**src/hdl/mem_region_pkg.sv**
```systemverilog
/*
  Shared widths and sizes for the memory region.
  Both RAMs are 64 bits wide and the core side works on 32-bit words.
  Sizes must be powers of two so that the row index widths come out exact.
*/
package mem_region_pkg;

  // core side
  typedef logic [31:0] word_t;
  typedef logic [3:0]  be_t;

  // RAM rows and loader words
  typedef logic [63:0] wide_t;
  typedef logic [7:0]  wide_be_t;

  localparam int DATA_RAM_BYTES  = 4096;
  localparam int INSTR_RAM_BYTES = 4096;

  // byte address widths inside each RAM
  localparam int DADDR_W = $clog2(DATA_RAM_BYTES);
  localparam int IADDR_W = $clog2(INSTR_RAM_BYTES);

  typedef logic [DADDR_W-1:0] daddr_t;
  typedef logic [IADDR_W-1:0] iaddr_t;

  // byte offset bits inside one row, and row counts
  localparam int ROW_OFFS_W      = $clog2($bits(wide_be_t));
  localparam int DATA_RAM_ROWS   = DATA_RAM_BYTES / $bits(wide_be_t);
  localparam int INSTR_RAM_ROWS  = INSTR_RAM_BYTES / $bits(wide_be_t);

  // upper address bits that select the on-chip data RAM
  localparam int                      WIN_PREFIX_W    = 12;
  localparam logic [WIN_PREFIX_W-1:0] DATA_WIN_PREFIX = 12'h001;

  // side that owes the next load/store response
  typedef enum logic {
    RESP_RAM,
    RESP_EXT
  } resp_src_e;

endpackage

```
**src/hdl/lsu_route_ctrl.sv**
```systemverilog
/*
  Steers load/store requests to the data RAM or the external bus.
  Responses are assumed to come back in grant order; a new request to the
  other side must not be granted while a response is still owed.
*/
`timescale 1ns/1ps

module lsu_route_ctrl (
  input  logic                  clk,
  input  logic                  rst_n,

  // load/store port of the core
  input  logic                  lsu_req_i,
  input  mem_region_pkg::word_t lsu_addr_i,
  output logic                  lsu_gnt_o,
  output logic                  lsu_rvalid_o,
  output mem_region_pkg::word_t lsu_rdata_o,

  // data RAM side
  output logic                  ram_req_o,
  input  logic                  ram_gnt_i,
  input  logic                  ram_rvalid_i,
  input  mem_region_pkg::word_t ram_rdata_i,

  // external bus side
  output logic                  ext_req_o,
  input  logic                  ext_gnt_i,
  input  logic                  ext_rvalid_i,
  input  mem_region_pkg::word_t ext_rdata_i
);

  import mem_region_pkg::*;

  logic      in_window;
  resp_src_e resp_src_q;
  resp_src_e resp_src_d;

  // address decode on the upper bits
  assign in_window = (lsu_addr_i[$bits(word_t)-1 -: WIN_PREFIX_W] == DATA_WIN_PREFIX);

  assign ram_req_o = lsu_req_i & in_window;
  assign ext_req_o = lsu_req_i & ~in_window;

  // grant from whichever side the request went to
  always_comb begin
    resp_src_d = resp_src_q;
    lsu_gnt_o  = 1'b0;
    if (ext_req_o) begin
      lsu_gnt_o = ext_gnt_i;
      if (ext_gnt_i) begin
        resp_src_d = RESP_EXT;
      end
    end else if (ram_req_o) begin
      lsu_gnt_o = ram_gnt_i;
      if (ram_gnt_i) begin
        resp_src_d = RESP_RAM;
      end
    end
  end

  // remembers the side of the last granted request
  always_ff @(posedge clk or negedge rst_n) begin
    if (!rst_n) begin
      resp_src_q <= RESP_RAM;
    end else begin
      resp_src_q <= resp_src_d;
    end
  end

  // only one side can answer in a given cycle
  assign lsu_rvalid_o = ram_rvalid_i | ext_rvalid_i;
  assign lsu_rdata_o  = (resp_src_q == RESP_EXT) ? ext_rdata_i : ram_rdata_i;

endmodule

```
**config.mk**
```make
export PLATFORM = sky130hd
export DESIGN_NAME = lsu_route_ctrl
export DESIGN_NICKNAME = d
export VERILOG_FILES = /design/src/hdl/mem_region_pkg.sv /design/src/hdl/lsu_route_ctrl.sv
export SDC_FILE = /design/constraint.sdc
export NUM_CORES = 1
export LEC_CHECK = 0
export BUFFER_PORTS_ARGS = -buffer_cell sky130_fd_sc_hd__buf_2
export CAP_MARGIN = 20
export CORE_ASPECT_RATIO = 0.9
export CORE_UTILIZATION = 18
export DETAILED_ROUTE_END_ITERATION = 8
export PLACE_DENSITY = 0.73
export SYNTH_ARGS = -nofsm -noshare
export SYNTH_HDL_FRONTEND = slang
export SYNTH_SLANG_ARGS = --single-unit
```
**constraint.sdc**
```tcl
create_clock -name clk -period 1.1 [get_ports clk]
set_input_delay 0.22 -clock clk [delete_from_list [all_inputs] [get_ports clk]]
set_output_delay 0.22 -clock clk [all_outputs]
set_load 0.05 [all_outputs]
```
==> reports/qor.yml <==
die:
  start_util_pct: 18.9
  die_x_um: 58.3
  pin_count: 139
  dieArea_um2: 3070
  core_area_um2: 2730
  core.rowCount: 18
  die_h_um: 52.7
route:
  dr.pass1.iters: 4
  vias_per_cell: 4.27
  vias: 896
  drc_errors: 0
  wl_per_cell_um: 12.6
  ant_nets: 0
  drtIter0Drc: 19
  routed_wirelength_um: 2640
pwr:
  p_comb_share_pct: 94.9
  switching_share_pct: 49.1
  ir_drop_uv: 195
  p_int_mw: 0.373
  power_density_nw_per_um2: 444
  p_seq_share_pct: 5.1
  clockPowerShare_pct: 0
  p_leak_nw: 0.967
  p_switching_mw: 0.359
cells_and_area:
  regMostFlops: "resp_src_q"
  largest_reg_flops: 1
  diodes: 0
  largestRegisters: "resp_src_q: 1 flops"
  finalNetCount: 275
  final_layout_size_suffix_gt1_share_pct: 96.5
  finish.utilization_pct: 60.6
  syn_to_final_growth_pct: 221
  fillCellCount: 238
global_routing:
  grt_remaining_overflow: 0
  use_met2_pct: 30.1
  top_usage_layer: "met2"
  grt_max_degree: 23
  grt_pass1_vias: 785
  met3_usage_pct: 1.48
  use_met1_pct: 14.3
  grt_pass1_wl_um: 3370
  grt.total_usage_pct: 13.9
  antenna_found_initial: 0
worst_setup_path:
  crit_type: "in -> out"
  critPathTopFamily: "simple AND/OR/NAND/NOR gates"
  required_ps: 880
  worstPathMaxFanout: 3
  slowest_stage: "nor4b_4"
  endpoint_kind: "output pin"
  crit_path_start_kind: "primary input"
  path_cells: "buf_6 > nor4b_4 > nand3_2 > mux2i_4 > buf_6"
  max_stage_delay_ps: 300
  critPathBufInv: 2
  crit_arrival_ps: 1170
  timing.critical_path.mode_cell: "buf_6"
timing:
  rsz0062_at_grt: "yes"
  finalHoldViolCount: 0
  finalClockSkew_ps: 0
  fmax_mhz: 719
  layout_setup_ws_ps: -290
  setup_tns_ps: -7510
  tightest_slew_ps: 235
  min_period_ps: 1390
  drv_slew: 0
  maxSlewHeadroom_pct: 84.2
  min_period_over_period_pct: 126
  setup_viol: 36
clock_network:
  insertion_delay_ps: 0
  clk_pin_slew_worst_paths_ps: 0
placed_design:
  port_buffers: 118
  place.gp.congestion: 0.689
  place_ws_ps: -374
status:
  violations: "negative setup slack"
  status: "finished with violations"
synthesis:
  synth_nets: 153
  synth_cell_types: 15
  ys_ff_latch: 1
  synth.avg_cell_area_um2: 10.3
  synth.cell_area_um2: 514
  yosys_warnings: 0
  syn_inst: 50
  ys_seq_area_share_pct: 4.87
flow_run:
  maxCapViolations: 0
hold_path:
  hold_class: "in -> async"
[cell usage in the layout, fill, tap and decap left out]
| cell | count |
|---|---|
| mux2i_4 | 1 |
| buf_12 | 2 |
| dfrtp_2 | 1 |
| a2bb2oi_1 | 1 |
| nor4_4 | 2 |
| buf_8 | 1 |
| dlygate4sd3_1 | 1 |
| mux2_4 | 32 |
| clkbuf_16 | 1 |
| a21oi_1 | 1 |
| and4_2 | 1 |
| nand3_2 | 1 |
| inv_1 | 1 |
| nor4b_4 | 1 |
| buf_4 | 1 |
| and2_4 | 1 |
| buf_6 | 41 |
| or2_2 | 1 |
| buf_2 | 77 |
| nand2_1 | 2 |
[final timing paths]
path | to | from | slack (ps) | depth (start not counted)
max in group asynchronous | resp_src_q | rst_n | 480 | 2
worst max register to register | resp_src_q | resp_src_q | 40 | 4
worst min register to register | resp_src_q | resp_src_q | 810 | 3
min in group clk | resp_src_q | ram_gnt_i | 540 | 3
worst max-delay path | lsu_gnt_o | lsu_addr_i[24] | -290 | 5
worst min-delay path | resp_src_q | rst_n | 530 | 2
[what timing repair did]
item	4_1_cts	5_1_grt
buffers inserted	0	1
pin swaps	4	2
hold buffers	1	0
setup endpoints to repair	36	36
gates cloned	0	2
resized for setup	77	1
endpoints found under the hold margin	1	0
[power groups by stage]
stage | logic [mW] | clock network (mW) | registers [mW]
2_1_floorplan | 0.368 | 0 | 0.0375
6_report | 0.694 | 0 | 0.0375
5_1_grt | 0.726 | 0 | 0.0375
3_3_place_gp | 0.570 | 0 | 0.0375
4_1_cts | 0.688 | 0 | 0.0375
3_5_place_dp | 0.575 | 0 | 0.0375
[final cells by class]
type	instances	area [µm²]	area share, %
timing repair buffer	124	945	57.2
multi-input combinational	44	626	37.9
tap	40	50.0	3.03
sequential	1	26.3	1.59
inverter	1	3.75	0.227
[worst register-to-register path, delay by kind of cell (launching register included)]
kind,cells,cell delay [ps]
DFF,1,440
AOI/OAI and AO/OA,2,300
buffers and inverters,2,240
[stage by stage]
stage / power (mW) / cell area [µm²] / hold slack (ps) / std cells
global placement: 0.608 / 1340 / -5.06 / 206
detailed placement: 0.612 / 1340 / -2.84 / 206
global route: 0.763 / 1650 / 537 / 210
floorplan: 0.405 / 709 / -75.6 / 50
CTS: 0.726 / 1600 / 528 / 207
finish: 0.732 / 1650 / 529 / 210
[synth_stat cells, drive strengths merged]
cell | number | area, µm²
a21oi | 1 | 5.00
nor4b | 1 | 15.0
nand2 | 2 | 7.51
buf | 4 | 27.5
or2 | 1 | 6.26
a2bb2oi | 1 | 8.76
nand3 | 1 | 5.00
inv | 1 | 3.75
nor4 | 2 | 25.0
mux2 | 32 | 360
and2 | 1 | 6.26
and4 | 1 | 8.76
dfrtp | 1 | 25.0
mux2i | 1 | 10.0
[logic make-up after synthesis]
kind of cell / after synthesis / synth area share, %
flip-flops: 1 / 4.87
AND/OR/NAND/NOR: 9 / 14.4
buffers and inverters: 5 / 6.08
multiplexers: 33 / 72.0
AO/OA/AOI/OAI: 2 / 2.68
[routing by layer]
metal / vias to the layer above / routed length (µm)
met1: 411 / 877
met3: 2 / 189
li1: 431 / -
met4: 0 / 24
met2: 52 / 1550
met5: - / 0
(Power assumes the default switching activity.)
