`src/hdl/mem_region_pkg.sv`:
```
/*
  Shared widths and sizes for the memory region.
  Both RAMs are 64 bits wide and the core side works on 32-bit words.
  Sizes must be powers of two so that the row index widths come out exact.
*/
package mem_region_pkg;

  // core side
  typedef logic [31:0] word_t;
  typedef logic [3:0]  be_t;

  // RAM rows and loader words
  typedef logic [63:0] wide_t;
  typedef logic [7:0]  wide_be_t;

  localparam int DATA_RAM_BYTES  = 4096;
  localparam int INSTR_RAM_BYTES = 4096;

  // byte address widths inside each RAM
  localparam int DADDR_W = $clog2(DATA_RAM_BYTES);
  localparam int IADDR_W = $clog2(INSTR_RAM_BYTES);

  typedef logic [DADDR_W-1:0] daddr_t;
  typedef logic [IADDR_W-1:0] iaddr_t;

  // byte offset bits inside one row, and row counts
  localparam int ROW_OFFS_W      = $clog2($bits(wide_be_t));
  localparam int DATA_RAM_ROWS   = DATA_RAM_BYTES / $bits(wide_be_t);
  localparam int INSTR_RAM_ROWS  = INSTR_RAM_BYTES / $bits(wide_be_t);

  // upper address bits that select the on-chip data RAM
  localparam int                      WIN_PREFIX_W    = 12;
  localparam logic [WIN_PREFIX_W-1:0] DATA_WIN_PREFIX = 12'h001;

  // side that owes the next load/store response
  typedef enum logic {
    RESP_RAM,
    RESP_EXT
  } resp_src_e;

endpackage

```
`src/hdl/ram_port_mux.sv`:
```
/*
  Shares one 64-bit single-port RAM between a wide loader port and a
  32-bit core port. The loader always wins and is never stalled; its read
  data shows up on the cycle after the request. The core waits for gnt.
  With CORE_WRITES at 0 the core port is read only.
*/
`timescale 1ns/1ps

module ram_port_mux #(
  parameter int ADDR_W      = 12,
  parameter bit CORE_WRITES = 1'b1
) (
  input  logic                                      clk,
  input  logic                                      rst_n,

  // wide loader port
  input  logic                                      wide_req_i,
  input  logic                                      wide_we_i,
  input  logic [ADDR_W-1:0]                         wide_addr_i,
  input  mem_region_pkg::wide_t                     wide_wdata_i,
  input  mem_region_pkg::wide_be_t                  wide_be_i,
  output mem_region_pkg::wide_t                     wide_rdata_o,

  // 32-bit core port
  input  logic                                      core_req_i,
  input  logic                                      core_we_i,
  input  logic [ADDR_W-1:0]                         core_addr_i,
  input  mem_region_pkg::word_t                     core_wdata_i,
  input  mem_region_pkg::be_t                       core_be_i,
  output logic                                      core_gnt_o,
  output logic                                      core_rvalid_o,
  output mem_region_pkg::word_t                     core_rdata_o,

  // RAM side
  output logic                                      ram_en_o,
  output logic                                      ram_we_o,
  output logic [ADDR_W-mem_region_pkg::ROW_OFFS_W-1:0] ram_addr_o,
  output mem_region_pkg::wide_t                     ram_wdata_o,
  output mem_region_pkg::wide_be_t                  ram_be_o,
  input  mem_region_pkg::wide_t                     ram_rdata_i
);

  import mem_region_pkg::*;

  logic     core_we;
  word_t    core_wdata;
  be_t      core_be;
  logic     core_half;
  wide_be_t core_row_be;
  logic     half_q;

  // read-only instance ignores the write inputs
  assign core_we    = CORE_WRITES ? core_we_i : 1'b0;
  assign core_wdata = CORE_WRITES ? core_wdata_i : '0;
  assign core_be    = CORE_WRITES ? core_be_i : '1;

  // address bit 2 picks the upper or lower word of the row
  assign core_half   = core_addr_i[ROW_OFFS_W-1];
  assign core_row_be = wide_be_t'(core_be) << (core_half ? $bits(be_t) : 0);

  // loader has priority
  assign core_gnt_o = core_req_i & ~wide_req_i;

  always_comb begin
    ram_en_o = wide_req_i | core_req_i;
    if (wide_req_i) begin
      ram_we_o    = wide_we_i;
      ram_addr_o  = wide_addr_i[ADDR_W-1:ROW_OFFS_W];
      ram_wdata_o = wide_wdata_i;
      ram_be_o    = wide_be_i;
    end else begin
      ram_we_o    = core_we;
      ram_addr_o  = core_addr_i[ADDR_W-1:ROW_OFFS_W];
      // same word on both halves, byte enables pick the half
      ram_wdata_o = {core_wdata, core_wdata};
      ram_be_o    = core_row_be;
    end
  end

  // response one cycle after the grant
  always_ff @(posedge clk or negedge rst_n) begin
    if (!rst_n) begin
      core_rvalid_o <= 1'b0;
      half_q        <= 1'b0;
    end else begin
      core_rvalid_o <= core_gnt_o;
      if (core_gnt_o) begin
        half_q <= core_half;
      end
    end
  end

  assign core_rdata_o = half_q ? ram_rdata_i[$bits(wide_t)-1 -: $bits(word_t)]
                               : ram_rdata_i[$bits(word_t)-1:0];

  // loader read data comes straight from the RAM
  assign wide_rdata_o = ram_rdata_i;

endmodule

```
`config.mk`:
```
export PLATFORM = sky130hd
export DESIGN_NAME = ram_port_mux
export DESIGN_NICKNAME = d
export VERILOG_FILES = /design/src/hdl/mem_region_pkg.sv /design/src/hdl/ram_port_mux.sv
export SDC_FILE = /design/constraint.sdc
export NUM_CORES = 1
export LEC_CHECK = 0
export ABC_AREA = 1
export ABC_CLOCK_PERIOD_IN_PS = 1000
export BUFFER_PORTS_ARGS = -buffer_cell sky130_fd_sc_hd__buf_2
export CORE_AREA = 5 5 144 146
export DETAILED_ROUTE_END_ITERATION = 6
export DIE_AREA = 0 0 149 151
export GPL_TIMING_DRIVEN = 0
export SKIP_CTS_REPAIR_TIMING = 1
export SYNTH_ARGS = -nofsm -noshare
export SYNTH_HDL_FRONTEND = slang
export SYNTH_SLANG_ARGS = --single-unit
```
`constraint.sdc`:
```
create_clock -name clk -period 1 [get_ports clk]
set_input_delay 0.2 -clock clk [delete_from_list [all_inputs] [get_ports clk]]
set_output_delay 0.2 -clock clk [all_outputs]
set_load 0.1 [all_outputs]
```
==> impl_summary.md, run 1 <==
STA
The count of final hold-check violations is 0. The pin slew with the least headroom to its limit is 490.6 ps. The final clock skew is 0 ps. The number of max-slew violations in the final report is 0. Once routing completed, OpenROAD measured the worst setup slack at -508.1 ps. The headroom to the max-slew limit is 67.52%. The maximum clock frequency is 0.6631 GHz. The final critical-path required period is 1508 ps. The total setup violations reported at the end of the flow is 118. The period utilization is 150.8%. Setup repair after global routing could not meet its margin everywhere.

Yosys
The multiplexer fraction of the synthesized cell area is 0%. Summing the sequential cell areas from Yosys gives 2.633% of the chip area. Summing the areas of all compound-gate instances in the mapped netlist gives 8.427% of the synthesized area. A synthesized cell averages 4.681 um2. By area, the combinational part of the netlist is dominated by simple AND/OR/NAND/NOR gates.

Sorting the synthesized cells by how often they occur yields nand2_1, buf_4, inv_1. The distinct cell type count after synthesis is 11. Of the total synthesized cell area, the portion taken by AND, OR, NAND and NOR gates is 50.30%. Of all cell types, the one taking the most synthesized area is nand2_1. The post-synth design cell area is 1901 um2. Sorting the synthesized cells by area gives the leading types as nand2_1, buf_4, o21ai_1.

The synthesized netlist net count is 608. The count of warnings emitted by yosys is 0. The synthesized design contains 2 register bits. The area fraction of the dominant cell type after synthesis is 48.19%. The adder and majority cell fraction of the synthesized area is 0%. The parity-gate share of the synthesized area counting xor and xnor cells is 0%.

Synthesis produced 406 cells. For this run, the leading register cell type out of synthesis is dfrtp_1. The share of async-settable or async-resettable flops after synthesis is 100.0%. The most common cell in the synthesized netlist is nand2_1. In this run, synthesis inferred 0 flip-flops with an integrated enable.

Placed design
The cell count after placement is 1,048. The total of buffers placed on input and output ports is 377. The total half-perimeter wirelength after legalization and detailed placement is 13,330 um. The final weighted congestion of routability-driven global placement is 0.8179. In this run the cell area measured after placement is 5926 um2.

Global route
In the global route stage, overall resource usage came out at 11.64%. The final global-route overflow total is 0. The initial antenna violation count is 2. The global-route wire length before repair is 20,470 um.

Entering global routing, the biggest net connects 11 pins. The number of global-route vias before repair is 3,766.

Route
The routed design has 18,610 um of wire. Summing over every cut layer, the via total after detailed routing is 4,272. In the final routed layout, each cell accounts on average for 16.84 um. The residual DRC count is 0. After detailed routing, the number of vias per cell comes to 3.866.

Wire segments on met2 add up to 11,030 um in the final route. After detailed routing, the met3 layer carries 1500 um of wire. Before antenna repair, the detailed router went through 4 iterations. For this block, the initial DRC count from the detailed router was 69.

The highest metal layer with signal wires is met4. Once detail routing completed, the nets flagged for antenna violations numbered 0. The met1 layer wirelength in the final routing is 5604 um.

Die
In this run the vertical extent of the chip is 151 um. The width of the die is 149 um. The count of boundary I/O pins is 383. For this configuration, the core starts out at a cell density of 9.862%. The region available for standard cell placement spans 19,270 um2.

The die covers 22,500 um2. The number of cell rows is 51.

Setup path
The startpoint type of the worst setup path is a flip-flop. In this run the worst path has a maximum fanout of 10. The path type of the worst setup path is reg -> out. The endpoint kind of the worst setup timing path is a primary output. STA puts the critical path data required time at 800 ps.

The data arrival time of the critical path is 1310 ps.

Run status
The checks that failed: setup timing. The flow ran to the end, but the final reports show violations.

Power
For this design the static power due to leakage is 4.737 nW. Sequential cells burn 0.9% of the power. Overall power consumption after layout is estimated at 10.78 mW. For this design the total switching power over the nets is 6.638 mW.

For this design the ratio of total power to cell area is 1086 nW/um2. Internal power comes to 4.142 mW. The clock network is responsible for 5.8% of the overall power.

VDD sags by at most 0.6132 mV. The switching part of the total power is 61.58%. Combinational logic is responsible for 93.3% of the overall power.

Clocking
TritonCTS built the clock tree. The number of buffers created by CTS is 3. The largest buffer count on any clock path is 2.

The tree is rooted in a clkbuf_16. After clock tree synthesis, the clock-pin slew on the worst setup and hold paths is 30 ps. The clock latency reported for the late side of the worst-skew pair is 220 ps. CTS built an H-tree with a depth of 1.

CTS saw 2 sinks.

Finish
The relative area change from synthesis to final layout is 422.3%. The post-route non-filler standard cell count is 1,105. Counting the fill cells in the layout gives 1,571. The final layout contains 1,041 nets.

The post-route netlist has 91.89% of its cells at a drive strength greater than 1. The final instance area is 9926 um2.

Worst hold path
The path category of the worst min-delay check is in -> reg.

Run
The max capacitance violation total is 0.
cells in the final DEF (no fill, tap or decap):
master and n:
clkbuf_16 7, buf_4 72, nand3_4 1, nand2_1 30
buf_2 201, buf_16 1, inv_12 1, o21ai_4 32
diode_2 2, nor2_4 1, nand3_2 2, nand3_1 3
dfrtp_2 2, or2_4 1, nand2_2 25, clkbuf_1 1
clkbuf_4 57, buf_8 2, dlygate4sd3_1 1, nand2_8 104
inv_1 33, nand2_4 85, buf_6 27, clkinvlp_4 1
buf_12 148
layout make-up:
| cell class | instances | area (um2) | area share [%] |
|---|---|---|---|
| diodes | 2 | 5.005 | 0.05042 |
| plain buffers | 85 | 869.6 | 8.761 |
| clock buffers | 4 | 78.83 | 0.7942 |
| inverters | 35 | 147.6 | 1.487 |
| multi-input cells | 284 | 3901 | 39.30 |
| flip-flops and latches | 2 | 52.55 | 0.5294 |
| well taps | 265 | 331.6 | 3.340 |
| repair buffers | 428 | 4539 | 45.73 |
per-stage QoR:
step                TNS [ps]  setup WS, ps  util, %  hold WS [ps]
floorplan             -14740        -430.6        -        -95.59
global placement      -79680        -835.8    30.75        -12.70
detailed placement    -80570        -843.4    30.75        -10.95
CTS                   -88330        -956.1    31.16        -243.5
global route          -41360        -545.2    51.51         309.1
finish                -38300        -508.1    51.51         283.7
worst max-delay path, stage by stage (launching register included):
cell,delay [ps]
dfrtp_2,420
buf_12,150
buf_12,160
o21ai_4,160
buf_12,190
metal layers:
metal	global-route usage, %	up-vias
li1	-	2014
met1	12.61	2017
met2	23.01	215
met3	3.142	26
met4	1.556	0
met5	0	-
sequential cells by signal, summed over array words and instances (netlist names):
register / flops
half_q: 1
core_rvalid_o: 1
cell families (layout without fill, tap and decap cells):
group | after synthesis | count (layout)
flops | 2 | 2
compound gates | 32 | 32
other cells | 0 | 2
buf+inv | 120 | 552
simple gates | 252 | 252
power by group through the flow:
stage,logic (mW),clock network (mW),registers [mW]
4_1_cts,7.32,0.634,0.0958
6_report,10.1,0.623,0.0997
3_3_place_gp,7.29,0,0.0961
5_1_grt,10.3,0.643,0.101
3_5_place_dp,7.31,0,0.0967
2_1_floorplan,6.11,0,0.109
path summary, 6_finish.rpt:
check	cells past startpoint	slack [ps]	to	start
worst min register to register	4	820	half_q	half_q
worst max-delay path	4	-510	core_rdata_o[18]	half_q
worst max register to register	4	60	half_q	half_q
worst min-delay path	3	280	half_q	core_req_i
max in group asynchronous	2	520	half_q	rst_n
min in group asynchronous	2	370	core_rvalid_o	rst_n
Power figures use the tool's default switching activity.
==> run 2: changes to the inputs <==
--- a/config.mk
+++ b/config.mk
@@ -6,7 +6,7 @@
 export NUM_CORES = 1
 export LEC_CHECK = 0
 export ABC_AREA = 1
-export ABC_CLOCK_PERIOD_IN_PS = 1000
+export ABC_CLOCK_PERIOD_IN_PS = 1400
 export BUFFER_PORTS_ARGS = -buffer_cell sky130_fd_sc_hd__buf_2
 export CORE_AREA = 5 5 144 146
 export DETAILED_ROUTE_END_ITERATION = 6
==> constraint.sdc (replaced) <==
create_clock -name clk -period 1.4 [get_ports clk]
set_input_delay 0.28 -clock clk [delete_from_list [all_inputs] [get_ports clk]]
set_output_delay 0.28 -clock clk [all_outputs]
set_load 0.1 [all_outputs]
==> impl_summary.md, run 2 (synthesis results as in run 1) <==
Run status
Result of the run: finished, violations left (unchanged). Failing checks: setup timing (unchanged).

STA
The total setup violations reported at the end of the flow is 33 (was 118). Counting I/O delays and the setup requirement, the final critical path takes 1611 ps. The final worst-path setup slack is -211.1 ps (was -508.1 ps).

The final total negative setup slack is -5534 ps (was -38,300 ps). The final clock skew is 0 ps (unchanged). The count of final hold-check violations is 0 (unchanged).

The final worst hold slack came to 390.6 ps (was 283.7 ps). The period utilization is 115.1%. The number of max-slew violations in the final report is 0 (unchanged). The headroom to the max-slew limit is 64.11% (was 67.52%). The pin slew with the least headroom to its limit is 542.1 ps (was 490.6 ps). Setup repair after global routing missed its margin: yes (unchanged). Static timing analysis puts the maximum clock frequency at 0.6207 GHz.

Route
The per-cell via count in the routed design came to 3.763 (was 3.866). The iteration-0 DRC count of the detailed router was 91 (was 69). The average wire per standard cell came to 16.26 um (was 16.84 um). The sum of routed wire length over all layers is 17,240 um (was 18,610 um). The residual DRC count was 0 (unchanged). The number of iterations in the first detailed-routing pass is 5 (was 4). The total via count after detailed routing is 3,989 (was 4,272). The number of routed nets with antenna violations is 0 (unchanged).

Worst hold path
The path category of the worst min-delay check was in -> reg (unchanged).

Clocking
The largest buffer count on any clock path is 2 (unchanged). The clock transition at the register clock pins on the worst setup and hold paths after CTS is 30 ps (about the same). The clock latency reported for the late side of the worst-skew pair is 220 ps (about the same). The number of buffers created by CTS came to 3 (unchanged). The number of sinks handled by clock tree synthesis is 2 (unchanged).

The clock tree from TritonCTS is built (unchanged). The number of H-tree levels was 1 (unchanged). The master cell of the clock root buffer is clkbuf_16 (unchanged).

Placed design
The total half-perimeter wirelength after legalization and detailed placement is 14,030 um (was 13,330 um). The worst slack at placement is -476.6 ps (was -843.4 ps). The post-detailed-placement cell area was 4671 um2 (was 5926 um2). The final weighted congestion of routability-driven global placement is 0.8393 (was 0.8179).

The cell count after placement is 1,048 (unchanged). The total of buffers placed on input and output ports is 377 (unchanged).

Finish
The relative area change from synthesis to final layout is 239.8% (was 422.3%). The number of antenna repair diodes is 0 (was 2). The post-route non-filler standard cell count is 1,060 (was 1,105).

The number of fill cells in the layout was 1,961 (was 1,571). Registers with the highest flip-flop counts: core_rvalid_o (1), half_q (1) (unchanged). The final-stage net count is 999 (was 1,041). Most used cells in the layout excluding fill and tap cells: buf_2, nand2_1, nand2_2 (was buf_2, buf_12, nand2_8). The fraction of layout cells with a size suffix above 1 was 74.84% (was 91.89%). The most common cell after layout, fill and taps aside is buf_2 (unchanged).

The final instance area was 6459 um2 (was 9926 um2). The utilization after layout is 33.52% (was 51.51%).

Setup path
The endpoint kind of the worst setup timing path is a primary output (unchanged). The data arrival time of the critical path is 1330 ps (was 1310 ps). The path type of the worst setup path is reg -> out (unchanged). The highest fanout seen on the critical path is 10 (unchanged).

The startpoint type of the worst setup path is a flip-flop (unchanged). The required time at the endpoint of the critical path came to 1120 ps (was 800 ps).

Die
The total die area is 22,500 um2 (unchanged). The count of boundary I/O pins is 383 (unchanged). The area of the core is 19,270 um2 (unchanged).

The width of the die was 149 um (unchanged). The die boundary height is 151 um (unchanged). The number of cell rows is 51 (unchanged). The effective utilization at floorplan was 9.862% (unchanged).

Global route
The number of global-route vias before repair came to 3,769 (was 3,766). The global-route wire length before repair was 21,050 um (was 20,470 um). The overall global routing resource usage is 12.00% (was 11.64%).

The maximum number of pins on one net before global-route repair is 11 (unchanged). The final global-route overflow total is 0 (unchanged). The initial antenna violation count is 1 (was 2).

Power
The maximum vdd ir drop is 0.3735 mV (was 0.6132 mV). The total power of the final layout is 6.402 mW (was 10.78 mW). The power density over the cells is 991.3 nW/um2 (was 1086 nW/um2). The static leakage is 3.582 nW (was 4.737 nW).

Run
The max capacitance violation total came to 0 (unchanged).
run 2: cell count changes in the layout (fill, tap and decap cells not counted), moves of 2 or more:
cell	delta
dfrtp_2	-2
buf_6	+12
buf_12	-73
nand2_4	-84
nand3_1	+2
buf_2	+61
nand2_1	+128
buf_8	+16
nand2_2	+60
clkbuf_4	-56
diode_2	-2
nand2_8	-104
dfrtp_1	+2
run 2: final cells by class:
class | instances | area (um2) | area share, %
timing repair buffer | 387 | 3407 | 52.75
multi-input combinational | 284 | 1704 | 26.39
buffer | 84 | 748.2 | 11.58
tap | 265 | 331.6 | 5.134
inverter | 35 | 142.6 | 2.208
clock buffer | 3 | 75.07 | 1.162
sequential | 2 | 50.05 | 0.7749
run 2: power breakdown:
part,switching [mW],internal (mW),total (mW)
combinational,4.11,1.79,5.91
clock,0.0642,0.363,0.427
sequential,0.00482,0.0634,0.0682
total,4.18,2.22,6.40
run 2: path summary, 6_finish.rpt:
path	startpoint	endpoint	slack (ps)	cells past startpoint
worst max-delay path	half_q	core_rdata_o[22]	-210	4
worst min register to register	half_q	half_q	920	4
worst min-delay path	core_req_i	core_rvalid_o	390	3
max in group asynchronous	rst_n	core_rvalid_o	900	2
min in group asynchronous	rst_n	half_q	400	2
worst max register to register	half_q	half_q	400	4
run 2: critical path: stages, from the launching register on:
cell and delay, ps:
dfrtp_1 400, buf_12 170, buf_12 160, o21ai_4 180, buf_12 190
run 2: routing by layer:
metal	wire, um	part of all wire, %	track usage [%]	vias to the layer above
li1	-	-	-	1929
met1	6164	36	14.04	1776
met2	8914	52	23.08	259
met3	1794	10	2.813	23
met4	350	2.0	0.8696	2
met5	13	0.075	0	-
